<file path="config.mk">
export PLATFORM = sky130hd
export DESIGN_NAME = inval_top
export DESIGN_NICKNAME = d
export VERILOG_FILES = /design/src/inval_pkg.sv /design/src/aw_chan_if.sv /design/src/inval_aw_fifo.sv /design/src/axi_inval_filter.sv /design/src/l1_tag_array.sv /design/src/inval_top.sv
export SDC_FILE = /design/constraint.sdc
export NUM_CORES = 1
export LEC_CHECK = 0
export BUFFER_PORTS_ARGS = -buffer_cell sky130_fd_sc_hd__buf_2
export CORE_MARGIN = 2
export CORE_UTILIZATION = 61
export CTS_CLUSTER_DIAMETER = 120
export CTS_CLUSTER_SIZE = 16
export DETAILED_ROUTE_END_ITERATION = 6
export GPL_TIMING_DRIVEN = 1
export PLACE_DENSITY = 0.82
export RECOVER_POWER = 50
export SYNTH_ARGS = -nofsm -noshare
export SYNTH_HDL_FRONTEND = slang
export SYNTH_HIERARCHICAL = 1
export SYNTH_SLANG_ARGS = --single-unit
</file>
<file path="constraint.sdc">
create_clock -name clk_i -period 9.4 [get_ports clk_i]
set_input_delay 1.88 -clock clk_i [delete_from_list [all_inputs] [get_ports clk_i]]
set_output_delay 1.88 -clock clk_i [all_outputs]
set_load 0.01 [all_outputs]
</file>
<file path="src/inval_pkg.sv">
// Sizes are fixed here; L1LineBytes, L1Sets and MaxTxns must be powers of two
package inval_pkg;

  ////////////////////////////////////////////////////////////
  // Bus and cache geometry
  ////////////////////////////////////////////////////////////

  // Byte address and W data widths
  localparam int unsigned AddrWidth   = 32;
  localparam int unsigned DataWidth   = 32;

  // L1 line size in bytes and number of direct-mapped sets
  localparam int unsigned L1LineBytes = 16;
  localparam int unsigned L1Sets      = 16;

  // Outstanding write bursts held by the AW FIFO
  localparam int unsigned MaxTxns     = 4;

  // Address split, derived
  localparam int unsigned IdxWidth    = $clog2(L1Sets);
  localparam int unsigned OffWidth    = $clog2(L1LineBytes);
  localparam int unsigned TagWidth    = AddrWidth - IdxWidth - OffWidth;

  // FIFO pointer and fill-level widths
  localparam int unsigned FifoPtrWidth = $clog2(MaxTxns);
  localparam int unsigned FifoCntWidth = $clog2(MaxTxns + 1);

  ////////////////////////////////////////////////////////////
  // Vector types
  ////////////////////////////////////////////////////////////

  typedef logic [AddrWidth-1:0]    addr_t;
  typedef logic [7:0]              axi_len_t;
  typedef logic [2:0]              axi_size_t;
  typedef logic [1:0]              axi_resp_t;
  typedef logic [TagWidth-1:0]     tag_t;
  typedef logic [IdxWidth-1:0]     idx_t;
  typedef logic [DataWidth-1:0]    data_t;
  typedef logic [DataWidth/8-1:0]  strb_t;
  typedef logic [FifoPtrWidth-1:0] fifo_ptr_t;
  typedef logic [FifoCntWidth-1:0] fifo_cnt_t;

  // Address step between two invalidated lines
  localparam addr_t LineStep = addr_t'(L1LineBytes);

endpackage

</file>
<file path="src/aw_chan_if.sv">
// AW channel only, no id/burst/cache fields; bursts are assumed INCR
`timescale 1ns/1ps

interface aw_chan_if import inval_pkg::*; ();

  // Handshake
  logic      aw_valid;
  logic      aw_ready;

  // Payload, stable while aw_valid waits for aw_ready
  addr_t     aw_addr;
  axi_len_t  aw_len;
  axi_size_t aw_size;

  // Receiving side of the channel
  modport slv (
    input  aw_valid,
    output aw_ready,
    input  aw_addr,
    input  aw_len,
    input  aw_size
  );

  // Issuing side of the channel
  modport mst (
    output aw_valid,
    input  aw_ready,
    output aw_addr,
    output aw_len,
    output aw_size
  );

endinterface

</file>
<file path="src/inval_aw_fifo.sv">
// Fall-through FIFO of MaxTxns entries; push when full or pop when empty is illegal
`timescale 1ns/1ps

module inval_aw_fifo import inval_pkg::*; (
  input  logic      clk_i,
  input  logic      rst_ni,
  input  logic      push_i,
  input  addr_t     data_addr_i,
  input  axi_len_t  data_len_i,
  input  axi_size_t data_size_i,
  input  logic      pop_i,
  output logic      full_o,
  output logic      empty_o,
  output addr_t     data_addr_o,
  output axi_len_t  data_len_o,
  output axi_size_t data_size_o
);

  // Storage, no reset needed on payload
  addr_t     addr_mem [MaxTxns];
  axi_len_t  len_mem  [MaxTxns];
  axi_size_t size_mem [MaxTxns];

  fifo_ptr_t wr_ptr_q, rd_ptr_q;
  fifo_cnt_t cnt_q;
  logic      bypass;
  logic      wr_en, rd_en;

  // Wrapping pointer increment
  function automatic fifo_ptr_t ptr_inc(input fifo_ptr_t ptr);
    if (ptr == fifo_ptr_t'(MaxTxns - 1)) begin
      return '0;
    end
    return ptr + 1'b1;
  endfunction

  // Empty FIFO with push and pop together: entry goes straight through
  assign bypass = push_i & pop_i & (cnt_q == '0);
  assign wr_en  = push_i & ~bypass & (~full_o | pop_i);
  assign rd_en  = pop_i & (cnt_q != '0);

  assign full_o  = (cnt_q == fifo_cnt_t'(MaxTxns));
  // Incoming push makes the head visible this cycle
  assign empty_o = (cnt_q == '0) & ~push_i;

  // Head of queue, or the input itself when empty
  assign data_addr_o = (cnt_q == '0) ? data_addr_i : addr_mem[rd_ptr_q];
  assign data_len_o  = (cnt_q == '0) ? data_len_i  : len_mem[rd_ptr_q];
  assign data_size_o = (cnt_q == '0) ? data_size_i : size_mem[rd_ptr_q];

  always_ff @(posedge clk_i) begin
    if (wr_en) begin
      addr_mem[wr_ptr_q] <= data_addr_i;
      len_mem[wr_ptr_q]  <= data_len_i;
      size_mem[wr_ptr_q] <= data_size_i;
    end
  end

  // Pointers and fill level
  always_ff @(posedge clk_i or negedge rst_ni) begin
    if (!rst_ni) begin
      wr_ptr_q <= '0;
      rd_ptr_q <= '0;
      cnt_q    <= '0;
    end else begin
      if (wr_en) begin
        wr_ptr_q <= ptr_inc(wr_ptr_q);
      end
      if (rd_en) begin
        rd_ptr_q <= ptr_inc(rd_ptr_q);
      end
      if (wr_en && !rd_en) begin
        cnt_q <= cnt_q + 1'b1;
      end else if (!wr_en && rd_en) begin
        cnt_q <= cnt_q - 1'b1;
      end
    end
  end

  // Producer must respect full unless the consumer frees a slot
  assert property (@(posedge clk_i) disable iff (!rst_ni) (push_i && full_o) |-> pop_i);

  // Consumer only pops what it can see
  assert property (@(posedge clk_i) disable iff (!rst_ni) pop_i |-> !empty_o);

endmodule

</file>
<file path="src/axi_inval_filter.sv">
// INCR bursts only; span is (len+1+misaligned)<<size; at least one line per burst
`timescale 1ns/1ps

module axi_inval_filter import inval_pkg::*; (
  input  logic          clk_i,
  input  logic          rst_ni,
  input  logic          en_i,
  aw_chan_if.slv        slv_aw,
  aw_chan_if.mst        mst_aw,
  output addr_t         inval_addr_o,
  output logic          inval_valid_o,
  input  logic          inval_ready_i
);

  typedef enum logic {
    Idle,
    Invalidating
  } filter_state_e;

  filter_state_e state_d, state_q;

  // Queue side
  logic      fifo_full, fifo_empty;
  logic      fifo_push, fifo_pop;
  addr_t     fifo_addr;
  axi_len_t  fifo_len;
  axi_size_t fifo_size;

  // Walk through the burst
  addr_t     offset_d, offset_q;
  addr_t     span;
  logic      misaligned;

  ////////////////////////////////////////////////////////////
  // AW forwarding
  ////////////////////////////////////////////////////////////

  // Payload passes untouched
  assign mst_aw.aw_addr = slv_aw.aw_addr;
  assign mst_aw.aw_len  = slv_aw.aw_len;
  assign mst_aw.aw_size = slv_aw.aw_size;

  // No new burst while the queue has no room
  assign mst_aw.aw_valid = slv_aw.aw_valid & ~fifo_full;
  assign slv_aw.aw_ready = mst_aw.aw_ready & ~fifo_full;

  // Record every accepted burst while snooping is on
  assign fifo_push = en_i & slv_aw.aw_valid & slv_aw.aw_ready;

  inval_aw_fifo i_aw_fifo (
    .clk_i       ( clk_i          ),
    .rst_ni      ( rst_ni         ),
    .push_i      ( fifo_push      ),
    .data_addr_i ( slv_aw.aw_addr ),
    .data_len_i  ( slv_aw.aw_len  ),
    .data_size_i ( slv_aw.aw_size ),
    .pop_i       ( fifo_pop       ),
    .full_o      ( fifo_full      ),
    .empty_o     ( fifo_empty     ),
    .data_addr_o ( fifo_addr      ),
    .data_len_o  ( fifo_len       ),
    .data_size_o ( fifo_size      )
  );

  ////////////////////////////////////////////////////////////
  // Line invalidation FSM
  ////////////////////////////////////////////////////////////

  // Extra beat when the start sits inside a line
  assign misaligned = |fifo_addr[OffWidth-1:0];
  assign span = (addr_t'(fifo_len) + addr_t'(1) + addr_t'(misaligned)) << fifo_size;

  assign inval_addr_o  = fifo_addr + offset_q;
  assign inval_valid_o = ~fifo_empty;

  always_comb begin
    state_d  = state_q;
    offset_d = offset_q;
    fifo_pop = 1'b0;

    unique case (state_q)
      Idle: begin
        // First line of a burst accepted by the tag array
        if (!fifo_empty && inval_ready_i) begin
          if (LineStep < span) begin
            state_d  = Invalidating;
            offset_d = LineStep;
          end else begin
            fifo_pop = 1'b1;
          end
        end
      end
      Invalidating: begin
        if (inval_ready_i) begin
          offset_d = offset_q + LineStep;
          // Drop the burst once its last line is covered
          if (offset_d >= span) begin
            state_d  = Idle;
            offset_d = '0;
            fifo_pop = 1'b1;
          end
        end
      end
      default: begin
        state_d  = Idle;
        offset_d = '0;
      end
    endcase
  end

  always_ff @(posedge clk_i or negedge rst_ni) begin
    if (!rst_ni) begin
      state_q  <= Idle;
      offset_q <= '0;
    end else begin
      state_q  <= state_d;
      offset_q <= offset_d;
    end
  end

  // Request held steady across tag array back-pressure
  assert property (@(posedge clk_i) disable iff (!rst_ni)
    (inval_valid_o && !inval_ready_i) |=> (inval_valid_o && $stable(inval_addr_o)));

  // Invalidating only with a burst still queued and a line already issued
  assert property (@(posedge clk_i) disable iff (!rst_ni)
    (state_q == Invalidating) |-> (!fifo_empty && offset_q != '0));

endmodule

</file>
<file path="src/l1_tag_array.sv">
// Direct-mapped tags and valid bits only without data; fill blocks invalidation that cycle
`timescale 1ns/1ps

module l1_tag_array import inval_pkg::*; (
  input  logic  clk_i,
  input  logic  rst_ni,
  // Fill port without handshake
  input  logic  fill_valid_i,
  input  addr_t fill_addr_i,
  // Combinational lookup port
  input  addr_t lookup_addr_i,
  output logic  lookup_hit_o,
  // Invalidation port
  input  addr_t inval_addr_i,
  input  logic  inval_valid_i,
  output logic  inval_ready_o
);

  // Per-set state
  logic [L1Sets-1:0] valid_q;
  tag_t              tag_q [L1Sets];

  // Address fields
  idx_t fill_idx, lookup_idx, inval_idx;
  tag_t fill_tag, lookup_tag, inval_tag;

  logic inval_fire;
  logic inval_match;

  assign fill_idx   = fill_addr_i[OffWidth +: IdxWidth];
  assign fill_tag   = fill_addr_i[AddrWidth-1 -: TagWidth];
  assign lookup_idx = lookup_addr_i[OffWidth +: IdxWidth];
  assign lookup_tag = lookup_addr_i[AddrWidth-1 -: TagWidth];
  assign inval_idx  = inval_addr_i[OffWidth +: IdxWidth];
  assign inval_tag  = inval_addr_i[AddrWidth-1 -: TagWidth];

  ////////////////////////////////////////////////////////////
  // Port arbitration
  ////////////////////////////////////////////////////////////

  // Fill has priority over invalidation
  assign inval_ready_o = ~fill_valid_i;
  assign inval_fire    = inval_valid_i & inval_ready_o;

  // Only a line holding the snooped tag is dropped
  assign inval_match = valid_q[inval_idx] & (tag_q[inval_idx] == inval_tag);

  // Hit on the current register state
  assign lookup_hit_o = valid_q[lookup_idx] & (tag_q[lookup_idx] == lookup_tag);

  ////////////////////////////////////////////////////////////
  // Storage update
  ////////////////////////////////////////////////////////////

  always_ff @(posedge clk_i) begin
    if (fill_valid_i) begin
      tag_q[fill_idx] <= fill_tag;
    end
  end

  always_ff @(posedge clk_i or negedge rst_ni) begin
    if (!rst_ni) begin
      valid_q <= '0;
    end else if (fill_valid_i) begin
      valid_q[fill_idx] <= 1'b1;
    end else if (inval_fire && inval_match) begin
      valid_q[inval_idx] <= 1'b0;
    end
  end

endmodule

</file>
<file path="src/inval_top.sv">
// AW snooped for invalidation; W and B are wires; AR and R are not part of this block
`timescale 1ns/1ps

module inval_top import inval_pkg::*; (
  input  logic      clk_i,
  input  logic      rst_ni,
  input  logic      en_i,

  // Slave side, from the write master
  input  logic      slv_aw_valid_i,
  output logic      slv_aw_ready_o,
  input  addr_t     slv_aw_addr_i,
  input  axi_len_t  slv_aw_len_i,
  input  axi_size_t slv_aw_size_i,
  input  logic      slv_w_valid_i,
  output logic      slv_w_ready_o,
  input  data_t     slv_w_data_i,
  input  strb_t     slv_w_strb_i,
  input  logic      slv_w_last_i,
  output logic      slv_b_valid_o,
  input  logic      slv_b_ready_i,
  output axi_resp_t slv_b_resp_o,

  // Master side, toward memory
  output logic      mst_aw_valid_o,
  input  logic      mst_aw_ready_i,
  output addr_t     mst_aw_addr_o,
  output axi_len_t  mst_aw_len_o,
  output axi_size_t mst_aw_size_o,
  output logic      mst_w_valid_o,
  input  logic      mst_w_ready_i,
  output data_t     mst_w_data_o,
  output strb_t     mst_w_strb_o,
  output logic      mst_w_last_o,
  input  logic      mst_b_valid_i,
  output logic      mst_b_ready_o,
  input  axi_resp_t mst_b_resp_i,

  // Cache side
  input  logic      fill_valid_i,
  input  addr_t     fill_addr_i,
  input  addr_t     lookup_addr_i,
  output logic      lookup_hit_o
);

  aw_chan_if slv_aw ();
  aw_chan_if mst_aw ();

  // Filter to tag array link
  addr_t inval_addr;
  logic  inval_valid;
  logic  inval_ready;

  ////////////////////////////////////////////////////////////
  // Port mapping
  ////////////////////////////////////////////////////////////

  assign slv_aw.aw_valid = slv_aw_valid_i;
  assign slv_aw.aw_addr  = slv_aw_addr_i;
  assign slv_aw.aw_len   = slv_aw_len_i;
  assign slv_aw.aw_size  = slv_aw_size_i;
  assign slv_aw_ready_o  = slv_aw.aw_ready;

  assign mst_aw_valid_o  = mst_aw.aw_valid;
  assign mst_aw_addr_o   = mst_aw.aw_addr;
  assign mst_aw_len_o    = mst_aw.aw_len;
  assign mst_aw_size_o   = mst_aw.aw_size;
  assign mst_aw.aw_ready = mst_aw_ready_i;

  // W forward, zero latency
  assign mst_w_valid_o = slv_w_valid_i;
  assign mst_w_data_o  = slv_w_data_i;
  assign mst_w_strb_o  = slv_w_strb_i;
  assign mst_w_last_o  = slv_w_last_i;
  assign slv_w_ready_o = mst_w_ready_i;

  // B backward, zero latency
  assign slv_b_valid_o = mst_b_valid_i;
  assign slv_b_resp_o  = mst_b_resp_i;
  assign mst_b_ready_o = slv_b_ready_i;

  axi_inval_filter i_filter (
    .clk_i         ( clk_i       ),
    .rst_ni        ( rst_ni      ),
    .en_i          ( en_i        ),
    .slv_aw        ( slv_aw      ),
    .mst_aw        ( mst_aw      ),
    .inval_addr_o  ( inval_addr  ),
    .inval_valid_o ( inval_valid ),
    .inval_ready_i ( inval_ready )
  );

  l1_tag_array i_tags (
    .clk_i         ( clk_i         ),
    .rst_ni        ( rst_ni        ),
    .fill_valid_i  ( fill_valid_i  ),
    .fill_addr_i   ( fill_addr_i   ),
    .lookup_addr_i ( lookup_addr_i ),
    .lookup_hit_o  ( lookup_hit_o  ),
    .inval_addr_i  ( inval_addr    ),
    .inval_valid_i ( inval_valid   ),
    .inval_ready_o ( inval_ready   )
  );

endmodule

</file>
==> results.yml <==
outcome:
  status: "finished with violations"
  violations: "max-capacitance violations, max-slew violations"
setup_path:
  cp_max_fo: 66
  end_kind: "output port"
  cp-endpoint: "lookup_hit_o"
  rrSetupSlack_ns: 1.82
  start_kind: "input pin"
  rr_worst_depth: 25
  critPathKind: "input pin to output port"
  cp.arrival_ns: 5.82
  crit_start: "lookup_addr_i[4]"
  r2r_start: "i_filter/i_aw_fifo/rd_ptr_q[0]"
  worstReg2RegEnd: "i_filter/i_aw_fifo/addr_mem[3][1]"
  worstPathRequired_ns: 7.52
floorplanning:
  pin_count: 245
  dieArea_um2: 53600
  rows: 83
  core_area_um2: 51200
  die_h_um: 231
  floorplan.initialDensity_pct: 61.7
  die_x_um: 231
grt:
  grt_pass1_wl_mm: 119
  grt_max_degree: 67
  antenna_found_initial: 3
  groute.usage.overall_pct: 30.2
  grt_overflow: 0
  grt_pass1_vias: 18943
power:
  power_mw: 11.9
  p_leak_nw: 11.4
  p_clk_share_pct: 14.7
  seq_power_share_pct: 26.7
  p_sw_mw: 5.06
  powerDensity_nw_per_um2: 355
  p_int_mw: 6.81
  swShare_pct: 42.6
  p_comb_share_pct: 58.5
  irDropWorstVdd_mv: 0.400
cts:
  postCtsResizedCells: 0
  post_cts_buffers: 0
  cts_buffer_depth: 3
  htree_levels: 2
  root_buffer: "clkbuf_16"
  clk_pin_slew_ns: 0.08
  cts.sinks: 608
  numCtsBuffers: 43
  cts_tree: "yes"
  clock_latency_ns: 0.61
  postCtsHoldBufs: 0
drt:
  drt_iter0_drc: 2392
  met1_length_mm: 29.4
  wl_met3_mm: 9.40
  wl_met2_mm: 37.5
  ant_nets: 0
  via_per_inst: 7.01
  highest_layer: "met5"
  drc: 0
  first_pass_iters: 6
  vias: 19056
  finalWirelength_mm: 79.8
  post_drt_wl_per_cell_um: 29.3
final_layout:
  fin_nets: 2217
  regArea_um2: 18000
  nFillCells: 3455
  drive_above_1_share_pct: 23.4
  multi_input_area_um2: 12200
  antenna_cells: 0
  syn_to_final_growth_pct: 5.77
timing:
  hold_viol: 0
  relSlewSlack_pct: -111
  timing.final.crit_share_pct: 82.0
  setup_tns_ns: 0
  clock-skew-final_ns: 0.0231
  fmax_mhz: 130
  rsz0062_at_grt: "false"
  period_minus_slack_ns: 7.70
  finalSetupViolations: 0
  worst_pin_slew_ns: 3.17
  maxSlewViolCount: 157
yosys:
  netlist_instances: 1972
  synth.avg_cell_area_um2: 16.0
  yosys_warnings: 6
  synthesis.nets: 2177
  synth_area_um2: 31600
job:
  cap_violations: 5
place:
  gp_congestion: 0.938
  dp_hpwl_mm: 51.2
  io_buffers: 150
min_path:
  hp-class: "flip-flop to flip-flop"
## power groups by stage
stage	clock (mW)	sequential (mW)	combinational, mW
4_1_cts	1.77	3.17	6.82
3_3_place_gp	0	3.22	6.62
3_5_place_dp	0	3.23	6.76
2_1_floorplan	0	3.18	5.28
6_report	1.75	3.17	6.95
5_1_grt	1.85	3.18	7.33
## cells in the final DEF, fill, tap and decap left out, types with 17 or more instances in the layout
| master | n |
|---|---|
| edfxtp_1 | 556 |
| xor2_1 | 39 |
| o21ai_0 | 41 |
| nor2_1 | 73 |
| nand3_1 | 31 |
| nor2b_1 | 28 |
| clkbuf_16 | 43 |
| a21oi_1 | 37 |
| nand2_1 | 68 |
| mux4_2 | 220 |
| clkbuf_1 | 100 |
| a31oi_1 | 24 |
| buf_2 | 79 |
| mux2i_1 | 112 |
| xnor2_1 | 43 |
| a211oi_1 | 18 |
| dfrtp_1 | 50 |
| nand4_1 | 20 |
| nor3_1 | 32 |
| nor4_1 | 17 |
| inv_1 | 44 |
| mux2_4 | 39 |
| buf_4 | 30 |
| ha_1 | 47 |
## final cells by class
class,instances,share of cell area [%]
flip-flops and latches,608,53.9
multi-input cells,1127,36.6
clock buffers,69,3.52
repair buffers,185,2.78
well taps,680,2.55
inverters,47,0.528
clock inverters,3,0.0787
## flip-flops by register name, summed over array words and instances, names as in the netlist, 2 cells and up
| name | flops |
|---|---|
| i_tags/tag_q | 384 |
| i_filter/i_aw_fifo/wr_ptr_q | 2 |
| i_filter/i_aw_fifo/cnt_q | 3 |
| i_filter/i_aw_fifo/rd_ptr_q | 2 |
| i_filter/i_aw_fifo/addr_mem | 128 |
| i_filter/i_aw_fifo/len_mem | 32 |
| i_tags/valid_q | 16 |
| i_filter/i_aw_fifo/size_mem | 12 |
| i_filter/offset_q | 28 |
## stage by stage
stage	area (um^2)	hold slack (ns)	util, %	worst slack, ns	instances
after floorplan	31600	0.487	-	2.13	1972
after global placement	32300	0.505	63.1	1.42	2647
after detailed placement	32300	0.517	63.1	1.28	2647
after CTS	33500	0.528	65.4	1.67	2719
after global routing	33400	0.565	65.2	1.06	2719
final	33400	0.524	65.2	1.70	2719
## routing by layer
metal	vias up	GRT usage [%]
li1	7952	-
met1	9619	40.8
met2	1262	47.7
met3	217	7.52
met4	6	11.7
met5	-	0
## worst max-delay path, stage by stage
cell	delay, ns
buf_6	0.65
buf_4	0.54
mux4_2	0.55
mux2i_1	0.35
o221ai_1	0.30
a211oi_1	0.44
nand3_1	0.31
a2111oi_0	0.47
buf_2	0.21
## worst min path at each step
stage                                            from                     endpoint  slack, ns  depth (start not counted)
after floorplan           i_filter/i_aw_fifo/cnt_q[2]  i_filter/i_aw_fifo/cnt_q[2]       0.49                          1
after global placement    i_filter/i_aw_fifo/cnt_q[2]  i_filter/i_aw_fifo/cnt_q[2]       0.50                          1
after detailed placement  i_filter/i_aw_fifo/cnt_q[2]  i_filter/i_aw_fifo/cnt_q[2]       0.52                          1
after CTS                 i_filter/i_aw_fifo/cnt_q[2]  i_filter/i_aw_fifo/cnt_q[2]       0.53                          1
after global routing      i_filter/i_aw_fifo/cnt_q[2]  i_filter/i_aw_fifo/cnt_q[2]       0.56                          1
final                     i_filter/i_aw_fifo/cnt_q[2]  i_filter/i_aw_fifo/cnt_q[2]       0.52                          1
No activity file was read; power rests on OpenSTA's default activity.
